## src/hdl/commit_pkg.sv

```systemverilog
package commit_pkg;

    localparam int NUM_SLOTS = 2;
    localparam int INT_LINES = 6;

    typedef logic [31:0] word_t;

    typedef enum logic [3:0] {
        ALU      = 4'd0,
        LOAD     = 4'd1,
        STORE    = 4'd2,
        CACHE    = 4'd3,
        SYSCALL  = 4'd4,
        BREAK    = 4'd5,
        ERET     = 4'd6,
        RESERVED = 4'd7
    } op_t;

    typedef enum logic [1:0] {
        SIZE_BYTE = 2'd0,
        SIZE_HALF = 2'd1,
        SIZE_WORD = 2'd2
    } mem_size_t;

    // MIPS cause register ExcCode values
    typedef enum logic [4:0] {
        INT  = 5'd0,
        ADEL = 5'd4,
        ADES = 5'd5,
        SYS  = 5'd8,
        BP   = 5'd9,
        RI   = 5'd10,
        OV   = 5'd12
    } exc_code_t;

    typedef struct packed {
        logic       valid;
        word_t      pc;
        op_t        op;
        mem_size_t  size;
        logic       signed_load;
        word_t      result;
        word_t      store_data;
        logic [4:0] destreg;
        logic       regwrite;
        logic       overflow;
        logic [2:0] cache_funct;
    } exec_slot_t;

    typedef struct packed {
        exc_code_t code;
        word_t     epc;
        word_t     badvaddr;
    } exception_t;

endpackage

```

## src/hdl/bus_pkg.sv

```systemverilog
package bus_pkg;

    localparam int BUS_WIDTH = 32;
    localparam int SEL_WIDTH = BUS_WIDTH / 8;

    // base of the cache control window
    localparam logic [BUS_WIDTH-1:0] CACHE_WINDOW = 32'hfff0_0000;

    typedef struct packed {
        logic [BUS_WIDTH-1:0] adr;
        logic [BUS_WIDTH-1:0] dat_w;
        logic [SEL_WIDTH-1:0] sel;
        logic                 we;
    } wb_req_t;

    typedef struct packed {
        logic [BUS_WIDTH-1:0] dat_r;
        logic                 ack;
    } wb_resp_t;

endpackage

```

## src/hdl/exception_check.sv

```systemverilog
`timescale 1ns/1ps

module exception_check
(
    input  commit_pkg::exec_slot_t slot,
    input  logic                   kill,
    input  logic                   int_req,
    output logic                   exc_valid,
    output commit_pkg::exception_t exc
);

    logic active;
    logic is_load;
    logic is_store;
    logic misaligned;

    assign active   = slot.valid && !kill;
    assign is_load  = slot.op == commit_pkg::LOAD;
    assign is_store = slot.op == commit_pkg::STORE;

    // alignment rule by access size
    always_comb
    begin
        case (slot.size)
            commit_pkg::SIZE_HALF:
                misaligned = slot.result[0];
            commit_pkg::SIZE_WORD:
                misaligned = |slot.result[1:0];
            default:
                misaligned = 1'b0;
        endcase
    end

    always_comb
    begin
        exc_valid    = active;
        exc.code     = commit_pkg::INT;
        exc.epc      = slot.pc;
        exc.badvaddr = '0;

        // first match wins
        if (int_req)
            exc.code = commit_pkg::INT;
        else if (slot.op == commit_pkg::RESERVED)
            exc.code = commit_pkg::RI;
        else if (slot.op == commit_pkg::SYSCALL)
            exc.code = commit_pkg::SYS;
        else if (slot.op == commit_pkg::BREAK)
            exc.code = commit_pkg::BP;
        else if (slot.overflow)
            exc.code = commit_pkg::OV;
        else if (misaligned && (is_load || is_store))
        begin
            exc.code     = is_load ? commit_pkg::ADEL : commit_pkg::ADES;
            exc.badvaddr = slot.result;
        end
        else
            exc_valid = 1'b0;

        if (!active)
            exc_valid = 1'b0;
    end

endmodule

```

## src/hdl/store_format.sv

```systemverilog
`timescale 1ns/1ps

module store_format
(
    input  commit_pkg::exec_slot_t slot,
    output logic [3:0]             sel,
    output commit_pkg::word_t      dat_w
);

    logic [1:0] lane;

    assign lane = slot.result[1:0];

    always_comb
    begin
        case (slot.size)
            commit_pkg::SIZE_BYTE:
            begin
                sel   = 4'b0001 << lane;
                dat_w = {24'b0, slot.store_data[7:0]} << {lane, 3'b000};
            end
            commit_pkg::SIZE_HALF:
            begin
                // upper or lower half, bit 0 is checked elsewhere
                sel   = lane[1] ? 4'b1100 : 4'b0011;
                dat_w = {16'b0, slot.store_data[15:0]} << {lane[1], 4'b0000};
            end
            default:
            begin
                sel   = 4'b1111;
                dat_w = slot.store_data;
            end
        endcase
    end

endmodule

```

## src/hdl/req_port.sv

```systemverilog
`timescale 1ns/1ps

module req_port
(
    input  logic             clk,
    input  logic             arst_n,
    input  logic             need,
    input  bus_pkg::wb_req_t req_in,
    input  logic             retire,
    input  logic             grant,
    input  logic             ack,
    output logic             request,
    output bus_pkg::wb_req_t req_out,
    output logic             complete
);

    logic served;
    logic granted_ack;

    assign granted_ack = grant && ack;

    assign request  = need && !served;
    assign complete = !need || served || granted_ack;

    // nothing on the port once served
    assign req_out = request ? req_in : '0;

    always_ff @(posedge clk or negedge arst_n)
    begin
        if (!arst_n)
        begin
            served <= 1'b0;
        end
        else if (retire)
        begin
            served <= 1'b0;
        end
        else if (granted_ack)
        begin
            served <= 1'b1;
        end
    end

endmodule

```

## src/hdl/wb_arbiter.sv

```systemverilog
`timescale 1ns/1ps

module wb_arbiter
(
    input  logic              clk,
    input  logic              arst_n,
    input  logic              req_d,
    input  logic              req_c,
    input  bus_pkg::wb_req_t  d_req,
    input  bus_pkg::wb_req_t  c_req,
    output logic              grant_d,
    output logic              grant_c,
    output bus_pkg::wb_resp_t rsp,
    output logic              cyc,
    output logic              stb,
    output logic              we,
    output commit_pkg::word_t adr,
    output commit_pkg::word_t dat_w,
    output logic [3:0]        sel,
    input  commit_pkg::word_t dat_r,
    input  logic              ack
);

    logic             owner_d;
    logic             start;
    bus_pkg::wb_req_t held;

    // new cycle only from idle, so one dead cycle follows every ack
    assign start = !cyc && (req_d || req_c);

    always_ff @(posedge clk or negedge arst_n)
    begin
        if (!arst_n)
        begin
            cyc     <= 1'b0;
            owner_d <= 1'b0;
        end
        else if (cyc)
        begin
            if (ack)
                cyc <= 1'b0;
        end
        else if (start)
        begin
            cyc     <= 1'b1;
            owner_d <= req_d;
        end
    end

    always_ff @(posedge clk)
    begin
        if (start)
            held <= req_d ? d_req : c_req;
    end

    assign grant_d = cyc && owner_d;
    assign grant_c = cyc && !owner_d;

    assign stb   = cyc;
    assign we    = held.we;
    assign adr   = held.adr;
    assign dat_w = held.dat_w;
    assign sel   = held.sel;

    assign rsp.dat_r = dat_r;
    assign rsp.ack   = cyc && ack;

endmodule

```

## src/hdl/exception_commit.sv

```systemverilog
`timescale 1ns/1ps

module exception_commit
(
    input  commit_pkg::exec_slot_t [commit_pkg::NUM_SLOTS-1:0] in_slots,
    input  logic                                               int_req,
    output commit_pkg::exec_slot_t [commit_pkg::NUM_SLOTS-1:0] out_slots,
    output logic                                               exception_valid,
    output commit_pkg::exception_t                             exception_data,
    output logic                                               d_need,
    output bus_pkg::wb_req_t                                   d_req,
    output logic                                               c_need,
    output bus_pkg::wb_req_t                                   c_req
);

    logic [commit_pkg::NUM_SLOTS-1:0]       slot_kill;
    logic [commit_pkg::NUM_SLOTS-1:0]       slot_int;
    logic [commit_pkg::NUM_SLOTS-1:0]       slot_exc;
    commit_pkg::exception_t [commit_pkg::NUM_SLOTS-1:0] exc;
    logic [commit_pkg::NUM_SLOTS-1:0][3:0]  fmt_sel;
    commit_pkg::word_t [commit_pkg::NUM_SLOTS-1:0] fmt_dat;
    logic [commit_pkg::NUM_SLOTS-1:0]       is_mem;
    logic [commit_pkg::NUM_SLOTS-1:0]       is_cache;
    logic                                   d_pick;
    logic                                   c_pick;
    commit_pkg::word_t                      c_addr;

    // slot 1 is older, its exception or ERET flushes slot 0
    assign slot_kill[1] = 1'b0;
    assign slot_kill[0] = slot_exc[1] ||
                          (in_slots[1].valid && in_slots[1].op == commit_pkg::ERET);

    // interrupts are taken on the older slot only
    assign slot_int[1] = int_req;
    assign slot_int[0] = 1'b0;

    for (genvar i = 0; i < commit_pkg::NUM_SLOTS; i++)
    begin : g_slot
        exception_check exception_check_i
        (
            .slot      (in_slots[i]),
            .kill      (slot_kill[i]),
            .int_req   (slot_int[i]),
            .exc_valid (slot_exc[i]),
            .exc       (exc[i])
        );

        store_format store_format_i
        (
            .slot  (in_slots[i]),
            .sel   (fmt_sel[i]),
            .dat_w (fmt_dat[i])
        );

        always_comb
        begin
            out_slots[i] = in_slots[i];
            if (slot_kill[i] || slot_exc[i])
            begin
                out_slots[i].valid    = 1'b0;
                out_slots[i].regwrite = 1'b0;
            end
        end

        assign is_mem[i]   = out_slots[i].valid &&
                             (out_slots[i].op == commit_pkg::LOAD ||
                              out_slots[i].op == commit_pkg::STORE);
        assign is_cache[i] = out_slots[i].valid && out_slots[i].op == commit_pkg::CACHE;
    end

    assign exception_valid = |slot_exc;
    assign exception_data  = slot_exc[1] ? exc[1] : exc[0];

    // older surviving slot first
    assign d_pick = is_mem[1];
    assign c_pick = is_cache[1];

    assign d_need      = |is_mem;
    assign d_req.adr   = {in_slots[d_pick].result[31:2], 2'b00};
    assign d_req.dat_w = fmt_dat[d_pick];
    assign d_req.sel   = fmt_sel[d_pick];
    assign d_req.we    = in_slots[d_pick].op == commit_pkg::STORE;

    assign c_addr = {16'b0, in_slots[c_pick].result[15:2], 2'b00};

    assign c_need      = |is_cache;
    assign c_req.adr   = bus_pkg::CACHE_WINDOW + c_addr;
    assign c_req.dat_w = {29'b0, in_slots[c_pick].cache_funct};
    assign c_req.sel   = '1;
    assign c_req.we    = 1'b1;

endmodule

```

## src/hdl/commit_top.sv

```systemverilog
`timescale 1ns/1ps

module commit_top
(
    input  logic                                               clk,
    input  logic                                               arst_n,
    input  commit_pkg::exec_slot_t [commit_pkg::NUM_SLOTS-1:0] in_slots,
    input  logic [commit_pkg::INT_LINES-1:0]                   int_pending,
    input  logic [commit_pkg::INT_LINES-1:0]                   int_enable,
    input  logic                                               int_ie,
    output commit_pkg::exec_slot_t [commit_pkg::NUM_SLOTS-1:0] out_slots,
    output logic                                               exception_valid,
    output commit_pkg::exception_t                             exception_data,
    output logic                                               done,
    output commit_pkg::word_t                                  load_data,
    output logic                                               cyc,
    output logic                                               stb,
    output logic                                               we,
    output commit_pkg::word_t                                  adr,
    output commit_pkg::word_t                                  dat_w,
    output logic [3:0]                                         sel,
    input  commit_pkg::word_t                                  dat_r,
    input  logic                                               ack
);

    logic              int_req;
    logic              d_need;
    logic              c_need;
    bus_pkg::wb_req_t  d_req;
    bus_pkg::wb_req_t  c_req;
    logic              req_d;
    logic              req_c;
    bus_pkg::wb_req_t  d_port_req;
    bus_pkg::wb_req_t  c_port_req;
    logic              complete_d;
    logic              complete_c;
    logic              grant_d;
    logic              grant_c;
    bus_pkg::wb_resp_t rsp;

    assign int_req = int_ie && |(int_pending & int_enable);
    assign done    = complete_d && complete_c;

    // read data captured on the ack edge of a load
    always_ff @(posedge clk)
    begin
        if (grant_d && rsp.ack && !we)
            load_data <= rsp.dat_r;
    end

    exception_commit exception_commit_i
    (
        .in_slots        (in_slots),
        .int_req         (int_req),
        .out_slots       (out_slots),
        .exception_valid (exception_valid),
        .exception_data  (exception_data),
        .d_need          (d_need),
        .d_req           (d_req),
        .c_need          (c_need),
        .c_req           (c_req)
    );

    req_port req_port_d
    (
        .clk      (clk),
        .arst_n   (arst_n),
        .need     (d_need),
        .req_in   (d_req),
        .retire   (done),
        .grant    (grant_d),
        .ack      (rsp.ack),
        .request  (req_d),
        .req_out  (d_port_req),
        .complete (complete_d)
    );

    req_port req_port_c
    (
        .clk      (clk),
        .arst_n   (arst_n),
        .need     (c_need),
        .req_in   (c_req),
        .retire   (done),
        .grant    (grant_c),
        .ack      (rsp.ack),
        .request  (req_c),
        .req_out  (c_port_req),
        .complete (complete_c)
    );

    wb_arbiter wb_arbiter_i
    (
        .clk     (clk),
        .arst_n  (arst_n),
        .req_d   (req_d),
        .req_c   (req_c),
        .d_req   (d_port_req),
        .c_req   (c_port_req),
        .grant_d (grant_d),
        .grant_c (grant_c),
        .rsp     (rsp),
        .cyc     (cyc),
        .stb     (stb),
        .we      (we),
        .adr     (adr),
        .dat_w   (dat_w),
        .sel     (sel),
        .dat_r   (dat_r),
        .ack     (ack)
    );

endmodule

```

## config.mk

```make
export PLATFORM = sky130hd
export DESIGN_NAME = commit_top
export DESIGN_NICKNAME = d
export VERILOG_FILES = /design/src/hdl/commit_pkg.sv /design/src/hdl/bus_pkg.sv /design/src/hdl/exception_check.sv /design/src/hdl/store_format.sv /design/src/hdl/req_port.sv /design/src/hdl/wb_arbiter.sv /design/src/hdl/exception_commit.sv /design/src/hdl/commit_top.sv
export SDC_FILE = /design/constraint.sdc
export NUM_CORES = 1
export LEC_CHECK = 0
export BUFFER_PORTS_ARGS = -buffer_cell sky130_fd_sc_hd__buf_2
export CORE_AREA = 2 2 266 268
export DETAILED_ROUTE_END_ITERATION = 12
export DIE_AREA = 0 0 268 270
export PLACE_DENSITY = 0.34
export REMOVE_ABC_BUFFERS = 1
export SLEW_MARGIN = 25
export SYNTH_ARGS = -nofsm -noshare
export SYNTH_HDL_FRONTEND = slang
export SYNTH_SLANG_ARGS = --single-unit
```

## constraint.sdc

```tcl
create_clock -name clk -period 6.75 [get_ports clk]
set_input_delay 1.0125 -clock clk [delete_from_list [all_inputs] [get_ports clk]]
set_output_delay 1.0125 -clock clk [all_outputs]
set_load 0.02 [all_outputs]
```

==> impl_metrics.json, run 1 <==
{
  "status": "finished, final reports clean",
  "routed_wl_um": 45100,
  "die_h_um": 270,
  "drt_iter0_markers": 500,
  "core_area_sq_mm": 0.0695,
  "layout_common_cells": "buf_2 (650), nand2_1 (140), edfxtp_1 (99), a22o_1 (51), a221oi_1 (40)",
  "drive_gt1_frac": 0.573,
  "worstPathArrival_ns": 4.50,
  "rsz0062_at_grt": "no",
  "clock_sinks": 103,
  "setup_viol": 0,
  "finalCritPeriodShare": 0.816,
  "fin_nets": 1517,
  "synthCells": 832,
  "yosys_most_used_dff": "edfxtp_1",
  "grtUsageTotal": 0.118,
  "antenna_found_initial": 8,
  "clk_path_buf_depth": 2,
  "grt_overflow": 0,
  "clkLatencyLatePin_ns": 0.39,
  "peakVddDrop_uv": 106,
  "crit_chain": "buf_2 -> inv_1 -> ha_1 -> nand3_1 -> a211oi_2 -> o31ai_4 -> buf_4 -> and4_1 -> or2_1 -> o22ai_1 -> buf_2",
  "crit_type": "input pin to output pin",
  "yosysWarnings": 0,
  "cts_resized": 0,
  "fin_worst_skew_ns": 0.0175,
  "relSlewSlack": 0.316,
  "h-tree-depth": 3,
  "design_power_total_mw": 1.96,
  "clockRootBuffer": "clkbuf_16",
  "ctsHoldBuffers": 0,
  "drv_cap": 0,
  "end_kind": "output pin",
  "netlist_area_sq_mm": 0.00790,
  "whs_ns": 0.411,
  "tightest_slew_ns": 1.02,
  "rows": 97,
  "hpwl_um": 36600,
  "ys_seq_area_frac": 0.389,
  "max_clock_freq_mhz": 181,
  "die_w_um": 268,
  "final_common_cell": "buf_2",
  "syn_avg_cell_area_sq_um": 9.49,
  "num_io_pins": 678,
  "worstHoldPathType": "input pin to asynchronous set/reset pin",
  "fin_ws_ns": 1.24,
  "drtAntennaViolNets": 0,
  "pwr_density_cell_mw_per_mm2": 180,
  "synth_edf_count": 99,
  "drtPass1Iterations": 5,
  "cts_tree": "done",
  "slew_viol_final": 0,
  "crit_top_cell": "buf_2",
  "grt_pass1_wl_um": 60900,
  "yosysUniqueCellTypes": 65,
  "drc_errors": 0,
  "crit_required_ns": 5.74,
  "crit_slowest_cell": "a211oi_2",
  "path_clk_slew_ns": 0.09,
  "area_growth_pct": 37.9,
  "slowest_delay_ns": 0.65,
  "portBuffers": 650,
  "pre_cts_slack_ns": 1.07,
  "die_area_sq_mm": 0.0724,
  "start_util": 0.114,
  "ys_ff_latch": 103,
  "hold_viol": 0,
  "grt_pass1_vias": 8095,
  "avgViaCountPerCell": 3.75,
  "grt_max_degree": 52,
  "cts_setup_buffers": 0,
  "wl_per_cell_um": 20.7,
  "cts_inserted_buffers": 9,
  "fin_crit_ns": 5.51,
  "p_leak_nw": 5.00,
  "vias": 8186,
  "critPathMaxFanout": 40,
  "globalplace.congestion": 0.912,
  "fin_area_sq_mm": 0.0109,
  "placed_area_sq_mm": 0.0106,
  "start_kind": "input pin",
  "async_reset_ff_frac": 0.0388
}
Yosys cell counts, types with 2 or more instances:
| master | n | share of area |
|---|---|---|
| a211oi_1 | 8 | 0.0076 |
| a211oi_2 | 3 | 0.0048 |
| a21oi_1 | 16 | 0.010 |
| a221oi_1 | 40 | 0.044 |
| a22o_1 | 51 | 0.057 |
| a22oi_1 | 15 | 0.014 |
| a31oi_1 | 15 | 0.012 |
| a32o_1 | 14 | 0.018 |
| and2_1 | 4 | 0.0032 |
| and3_1 | 2 | 0.0016 |
| buf_1 | 4 | 0.0019 |
| buf_2 | 8 | 0.0051 |
| buf_4 | 230 | 0.22 |
| buf_6 | 7 | 0.010 |
| clkbuf_1 | 27 | 0.013 |
| dfrtp_1 | 4 | 0.013 |
| edfxtp_1 | 99 | 0.38 |
| ha_1 | 6 | 0.0095 |
| inv_1 | 13 | 0.0062 |
| mux2i_1 | 3 | 0.0038 |
| nand2_1 | 140 | 0.067 |
| nand2b_1 | 7 | 0.0055 |
| nand3_1 | 7 | 0.0044 |
| nor2_1 | 24 | 0.011 |
| nor2b_1 | 3 | 0.0024 |
| nor3_1 | 19 | 0.012 |
| nor3b_1 | 2 | 0.0019 |
| nor4b_1 | 3 | 0.0033 |
| o21ai_0 | 6 | 0.0038 |
| o21ai_1 | 3 | 0.0019 |
| o221ai_1 | 2 | 0.0022 |
| o22ai_1 | 6 | 0.0048 |
| o31a_1 | 4 | 0.0044 |
| o31ai_1 | 4 | 0.0038 |
| o31ai_2 | 2 | 0.0032 |
| or4_1 | 2 | 0.0019 |
path summary, 6_finish.rpt:
| check | from | slack (ns) | endpoint | depth (start not counted) |
|---|---|---|---|---|
| worst max register to register | req_port_c.served | 3.69 | wb_arbiter_i.dat_w[22] | 7 |
| worst max-delay path | in_slots[190] | 1.24 | done | 11 |
| worst min register to register | wb_arbiter_i.owner_d | 0.59 | wb_arbiter_i.owner_d | 2 |
| worst min-delay path | arst_n | 0.41 | wb_arbiter_i.cyc | 1 |
| min in group clk | wb_arbiter_i.owner_d | 0.59 | wb_arbiter_i.owner_d | 2 |
| max in group asynchronous | arst_n | 6.22 | req_port_c.served | 1 |
logic make-up after synthesis:
logic type,Yosys count,synth area share
other,1,0.000475
adders and majority gates,6,0.00950
muxes,3,0.00380
xor gates and xnor gates,2,0.00222
buffers and inverters,289,0.255
and+or+nand+nor,228,0.135
DFF,103,0.389
AOI/OAI and AO/OA,200,0.205
report_power, final:
group	internal (mW)	switching, mW
Combinational	0.197	0.424
Sequential	0.737	0.0232
Clock	0.269	0.315
Total	1.20	0.761
area by class of cell:
type / count / area (sq um)
fillers: 7930 / 58700
repair buffers: 666 / 3390
flip-flops and latches: 103 / 3070
multi-input cells: 442 / 2880
well taps: 940 / 1180
clock buffers: 9 / 225
clock inverters: 7 / 83.8
inverters: 13 / 48.8
diodes: 2 / 5.00
sequential cells by signal, indices dropped and copies added, names as in the netlist:
signal / count
wb_arbiter_i.dat_w: 32
wb_arbiter_i.cyc: 1
wb_arbiter_i.adr: 30
load_data: 32
wb_arbiter_i.sel: 4
req_port_c.served: 1
req_port_d.served: 1
wb_arbiter_i.owner_d: 1
wb_arbiter_i.we: 1
through the flow:
stage | instances | TNS, ns | utilization
after floorplan | 558 | -75.45 | -
after global placement | 2163 | 0 | 0.152
after detailed placement | 2164 | 0 | 0.152
after CTS | 2180 | 0 | 0.156
after global routing | 2182 | 0 | 0.157
final | 2182 | 0 | 0.157
per-layer routing:
layer | GRT usage | up-vias | wire (um)
li1 | - | 3638 | -
met5 | 0 | - | 13
met3 | 0.0228 | 39 | 2960
met2 | 0.217 | 501 | 23400
met1 | 0.136 | 4006 | 17800
met4 | 0.0412 | 2 | 973
critical path, delay by kind of cell:
kind,cells,cell delay (ns)
simple gates,3,1.14
compound gates,3,1.05
buf+inv,4,0.69
fa+ha+maj,1,0.58
Power figures use the tool's default switching activity.
==> run 2: changes to the inputs <==
--- a/config.mk
+++ b/config.mk
@@ -6,10 +6,10 @@
 export NUM_CORES = 1
 export LEC_CHECK = 0
 export BUFFER_PORTS_ARGS = -buffer_cell sky130_fd_sc_hd__buf_2
-export CORE_AREA = 2 2 266 268
+export CORE_AREA = 2 2 263 265
 export DETAILED_ROUTE_END_ITERATION = 12
-export DIE_AREA = 0 0 268 270
-export PLACE_DENSITY = 0.34
+export DIE_AREA = 0 0 265 267
+export PLACE_DENSITY = 0.35
 export REMOVE_ABC_BUFFERS = 1
 export SLEW_MARGIN = 25
 export SYNTH_ARGS = -nofsm -noshare
==> constraint.sdc (replaced) <==
create_clock -name clk -period 4.9 [get_ports clk]
set_input_delay 0.735 -clock clk [delete_from_list [all_inputs] [get_ports clk]]
set_output_delay 0.735 -clock clk [all_outputs]
set_load 0.02 [all_outputs]
==> impl_metrics.json, run 2 (synthesis results as in run 1) <==
{
  "crit_type": "input pin to output pin",
  "layout_common_cells": "buf_2 (650), nand2_1 (140), edfxtp_1 (99), a22o_1 (51), a221oi_1 (40)",
  "crit_required_ns": 4.16,
  "cts_inserted_buffers": 9,
  "rsz0062_at_grt": "no",
  "tightest_slew_ns": 0.917,
  "max_clock_freq_mhz": 247,
  "placed_area_sq_mm": 0.0106,
  "hold_viol": 0,
  "clkLatencyLatePin_ns": 0.39,
  "die_w_um": 265,
  "clk_path_buf_depth": 2,
  "worstHoldPathType": "input pin to asynchronous set/reset pin",
  "avgViaCountPerCell": 3.88,
  "whs_ns": 0.149,
  "relSlewSlack": 0.386,
  "drive_gt1_frac": 0.573,
  "die_area_sq_mm": 0.0708,
  "start_kind": "input pin",
  "grtUsageTotal": 0.121,
  "globalplace.congestion": 0.884,
  "area_growth_pct": 37.6,
  "fillers": 7742,
  "worstPathArrival_ns": 3.31,
  "status": "finished, final reports clean",
  "final_util": 0.160,
  "r2r-start": "req_port_d.served",
  "switching_share": 0.385,
  "grt_max_degree": 67,
  "portBuffers": 650,
  "critPathMaxFanout": 28,
  "peakVddDrop_uv": 151,
  "pwr_density_cell_mw_per_mm2": 247,
  "rows": 96,
  "drt_iter0_markers": 568,
  "clockRootBuffer": "clkbuf_16",
  "pre_cts_slack_ns": 0.576,
  "slew_viol_final": 0,
  "cts_setup_buffers": 0,
  "finalCritPeriodShare": 0.825,
  "fin_nets": 1522,
  "drtPass1Iterations": 5,
  "num_io_pins": 678,
  "start_util": 0.116,
  "setup_viol": 0,
  "fin_crit_ns": 4.04,
  "p_leak_nw": 5.02,
  "ctsHoldBuffers": 0,
  "hpwl_um": 36800,
  "drc_errors": 0,
  "path_clk_slew_ns": 0.08,
  "final_common_cell": "buf_2",
  "drv_cap": 0,
  "r2r_setup_slack_ns": 2.48,
  "grt_pass1_wl_um": 60700,
  "fin_ws_ns": 0.859,
  "p_comb_frac": 0.321,
  "post-place-cells": 2110,
  "routed_wl_um": 45300,
  "drtAntennaViolNets": 0,
  "p_int_mw": 1.65,
  "cts_resized": 0,
  "grt_pass1_vias": 8032,
  "clock_sinks": 103,
  "antenna_found_initial": 6,
  "die_h_um": 267,
  "fin_worst_skew_ns": 0.0117,
  "wl_per_cell_um": 21.3,
  "grt_overflow": 0,
  "core_area_sq_mm": 0.0680,
  "r2r_end": "wb_arbiter_i.sel[1]",
  "cts_tree": "done",
  "end_kind": "output pin",
  "seqPwrFrac": 0.388,
  "power.switching_mw": 1.03,
  "stdcell_count": 2129,
  "vias": 8256,
  "rr_worst_depth": 5,
  "h-tree-depth": 3,
  "fin_area_sq_mm": 0.0109,
  "p_clk_frac": 0.291
}
run 2: cell types whose count changed in the layout (fill, tap and decap cells not counted), sizes merged:
cell	before	now
clkbuf	9	10
buf	666	670
run 2: critical path, cell delays in order:
cell,delay (ns)
buf_2,0.10
inv_1,0.06
ha_1,0.30
o211ai_1,0.19
a211oi_2,0.12
buf_4,0.18
o31a_2,0.36
nor4_4,0.60
buf_12,0.29
a22o_1,0.17
buf_2,0.16
run 2: power by group through the flow:
stage               registers (mW)  logic, mW  clock network (mW)
CTS                           1.05      0.876               0.840
global placement              1.07      0.871                   0
floorplan                     1.11      0.221                   0
detailed placement            1.07      0.873                   0
finish                        1.04      0.862               0.783
global route                  1.05      0.920               0.859
run 2: layer usage:
metal,wire length [um],part of all wire,up-vias,global-route usage
li1,-,-,3660,-
met1,18400,0.40,3998,0.147
met2,23000,0.51,546,0.216
met3,3000,0.066,46,0.0244
met4,925,0.020,6,0.0344
met5,43,0.00095,-,0
run 2: area by class of cell:
| class | instances | area (sq um) | share of cell area |
|---|---|---|---|
| Timing Repair Buffer | 671 | 3460 | 0.318 |
| Sequential cell | 103 | 3070 | 0.283 |
| Multi-Input combinational cell | 442 | 2880 | 0.265 |
| Tap cell | 882 | 1100 | 0.102 |
| Clock buffer | 9 | 225 | 0.0207 |
| Clock inverter | 7 | 73.8 | 0.00679 |
| Inverter | 13 | 48.8 | 0.00449 |
| Antenna cell | 2 | 5.00 | 0.000461 |
run 2: per-stage QoR:
stage	setup TNS, ns	power (mW)
finish	0	2.69
global route	0	2.83
CTS	0	2.76
detailed placement	0	1.94
global placement	0	1.94
floorplan	-189.76	1.33
run 2: worst max-delay path by stage:
| stage | start | to | cells past startpoint |
|---|---|---|---|
| 6_report | in_slots[189] | exception_data[13] | 11 |
| 3_3_place_gp | in_slots[189] | wb_arbiter_i.dat_w[0] | 11 |
| 3_5_place_dp | in_slots[189] | wb_arbiter_i.dat_w[0] | 11 |
| 2_1_floorplan | int_pending[4] | wb_arbiter_i.adr[10] | 6 |
| 5_1_grt | in_slots[189] | exception_data[13] | 11 |
| 4_1_cts | in_slots[189] | exception_data[13] | 11 |
==> run 3: changes to the inputs <==
--- a/config.mk
+++ b/config.mk
@@ -5,11 +5,12 @@
 export SDC_FILE = /design/constraint.sdc
 export NUM_CORES = 1
 export LEC_CHECK = 0
+export ABC_AREA = 1
 export BUFFER_PORTS_ARGS = -buffer_cell sky130_fd_sc_hd__buf_2
 export CORE_AREA = 2 2 263 265
 export DETAILED_ROUTE_END_ITERATION = 12
 export DIE_AREA = 0 0 265 267
-export PLACE_DENSITY = 0.35
+export PLACE_DENSITY = 0.37
 export REMOVE_ABC_BUFFERS = 1
 export SLEW_MARGIN = 25
 export SYNTH_ARGS = -nofsm -noshare
==> constraint.sdc (replaced) <==
create_clock -name clk -period 3.4 [get_ports clk]
set_input_delay 0.51 -clock clk [delete_from_list [all_inputs] [get_ports clk]]
set_output_delay 0.51 -clock clk [all_outputs]
set_load 0.02 [all_outputs]
==> impl_metrics.json, run 3 <==
{
  "p_int_mw": 2.32,
  "drive_gt1_frac": 0.470,
  "cts_setup_buffers": 0,
  "synth_top_area_frac": 0.346,
  "num_io_pins": 678,
  "drtPass1Iterations": 5,
  "yosysUniqueCellTypes": 34,
  "h-tree-depth": 3,
  "fillers": 7810,
  "yosysWarnings": 0,
  "grtUsageTotal": 0.130,
  "final_common_cell": "buf_2",
  "path_clk_slew_ns": 0.09,
  "synthCells": 1145,
  "drtAntennaViolNets": 0,
  "fin_worst_skew_ns": 0.0108,
  "switching_share": 0.384,
  "start_kind": "input pin",
  "setup_viol": 0,
  "hold_viol": 0,
  "peakVddDrop_uv": 181,
  "multi_input_area_sq_mm": 0.00316,
  "stdcell_count": 2467,
  "worstPathArrival_ns": 2.62,
  "globalplace.congestion": 0.906,
  "cts_tree": "done",
  "drv_cap": 0,
  "clk_path_buf_depth": 2,
  "start_util": 0.126,
  "vias": 9381,
  "fin_crit_ns": 3.13,
  "ys_top_cells_by_area": "edfxtp_1 (35%), buf_4 (20%), nand2_1 (15%)",
  "max_clock_freq_mhz": 320,
  "die_area_sq_mm": 0.0708,
  "pre_cts_slack_ns": 0.135,
  "regArea_sq_mm": 0.00307,
  "netlist_area_sq_mm": 0.00858,
  "drc_errors": 0,
  "cts_inserted_buffers": 9,
  "grt_max_degree": 43,
  "tightest_slew_ns": 0.594,
  "yosys.cell_count.top_type": "nand2_1",
  "async_reset_ff_frac": 0.0388,
  "crit_type": "input pin to output pin",
  "worstHoldPathType": "input pin to flop",
  "rsz0062_at_grt": "no",
  "slew_viol_final": 0,
  "p_comb_frac": 0.315,
  "relSlewSlack": 0.599,
  "hpwl_um": 40600,
  "whs_ns": 0.290,
  "avgViaCountPerCell": 3.80,
  "routed_wl_um": 48400,
  "ys_seq_area_frac": 0.358,
  "crit_required_ns": 2.89,
  "core_area_sq_mm": 0.0680,
  "portBuffers": 650,
  "wl_per_cell_um": 19.6,
  "die_w_um": 265,
  "synth_common_cells": "nand2_1 (342), buf_4 (228), inv_1 (111)",
  "drt_iter0_markers": 443,
  "grt_pass1_vias": 9286,
  "power.switching_mw": 1.44,
  "clock_sinks": 103,
  "grt_pass1_wl_um": 65500,
  "post-place-cells": 2442,
  "seqPwrFrac": 0.377,
  "finalCritPeriodShare": 0.920,
  "ys_ff_latch": 103,
  "yosys_most_used_dff": "edfxtp_1",
  "end_kind": "output pin",
  "die_h_um": 267,
  "p_leak_nw": 6.15,
  "antenna_found_initial": 11,
  "critPathMaxFanout": 14,
  "final_util": 0.174,
  "clockRootBuffer": "clkbuf_16",
  "synth_edf_count": 99,
  "clkLatencyLatePin_ns": 0.39,
  "rows": 96,
  "area_growth_pct": 37.6,
  "layout_common_cells": "buf_2 (650), nand2_1 (340), inv_1 (110), edfxtp_1 (99), o21ai_0 (63)",
  "fin_ws_ns": 0.270,
  "fin_nets": 1855,
  "synth_largest_area_cell": "edfxtp_1",
  "pwr_density_cell_mw_per_mm2": 318,
  "p_clk_frac": 0.307,
  "status": "finished, final reports clean",
  "grt_overflow": 0,
  "syn_avg_cell_area_sq_um": 7.50
}
==> run 3: cell count changes in the layout (fill, tap and decap cells not counted), sizes merged, moves of 27 or more <==
cell    previous run  this run
nand2            140       353
inv               17       118
o21ai              9        64
a22o              51         0
a221oi            40         0
nand3              8        43
o22ai              6        37
a21oi             16        44
buf              670       697
o41ai              1        28
==> run 3: cell families (layout without fill, tap and decap cells) <==
family | count (synthesis) | after routing | share of synthesized area
buffers and inverters | 400 | 831 | 0.278
AOI/OAI and AO/OA | 206 | 206 | 0.149
adders and majority gates | 6 | 6 | 0.00874
other | 1 | 10 | 0.000437
DFF | 103 | 103 | 0.358
and+or+nand+nor | 429 | 429 | 0.205
==> run 3: area by class of cell <==
type | count | area share
repair buffers | 698 | 0.313
multi-input cells | 644 | 0.268
flip-flops and latches | 103 | 0.260
well taps | 882 | 0.0935
inverters | 117 | 0.0377
clock buffers | 9 | 0.0191
clock inverters | 7 | 0.00689
diodes | 7 | 0.00148
==> run 3: worst paths after layout <==
check / start / to / slack [ns] / cells after the start
worst max-delay path: in_slots[189] / exception_data[0] / 0.27 / 11
worst min-delay path: dat_r[21] / load_data[21] / 0.29 / 1
worst max register to register: wb_arbiter_i.cyc / load_data[0] / 1.50 / 3
worst min register to register: wb_arbiter_i.owner_d / wb_arbiter_i.owner_d / 0.50 / 2
max in group asynchronous: arst_n / req_port_c.served / 2.80 / 2
min in group asynchronous: arst_n / wb_arbiter_i.cyc / 0.47 / 2
==> run 3: timing repair <==
| item | in CTS | in global routing |
|---|---|---|
| hold buffers | 1 | 0 |
| setup endpoints to repair | 0 | 1 |
| gates resized for setup | 0 | 1 |
| hold endpoints to repair | 4 | 0 |
==> run 3: routing by layer <==
layer / track usage / vias to the layer above / share of wire
met2: 0.227 / 488 / 0.49
li1: - / 4433 / -
met1: 0.153 / 4399 / 0.41
met4: 0.0493 / 8 / 0.026
met3: 0.0320 / 53 / 0.072
met5: 0 / - / 0.00099
==> run 3: power groups by stage <==
stage                     clock (mW)  sequential, mW  combinational (mW)
after floorplan                    0            1.47               0.349
after global placement             0            1.45                1.20
after detailed placement           0            1.45                1.20
after CTS                       1.23            1.42                1.20
after global routing            1.26            1.42                1.28
final                           1.15            1.42                1.18
==> run 3: critical path, cell delays in order <==
cell,delay (ns)
buf_2,0.11
inv_1,0.06
ha_1,0.27
o21ai_0,0.07
nor2_1,0.19
nand2_1,0.15
nand3_2,0.15
nand2_4,0.10
buf_4,0.21
o41ai_1,0.51
buf_2,0.28
==> run 3: metrics by stage <==
| step | TNS, ns | power, mW | area, sq um |
|---|---|---|---|
| final | 0 | 3.76 | 11800 |
| after global routing | 0 | 3.97 | 11800 |
| after CTS | 0 | 3.85 | 11800 |
| after detailed placement | 0 | 2.64 | 11400 |
| after global placement | 0 | 2.64 | 11400 |
| after floorplan | -231.72 | 1.82 | 6650 |
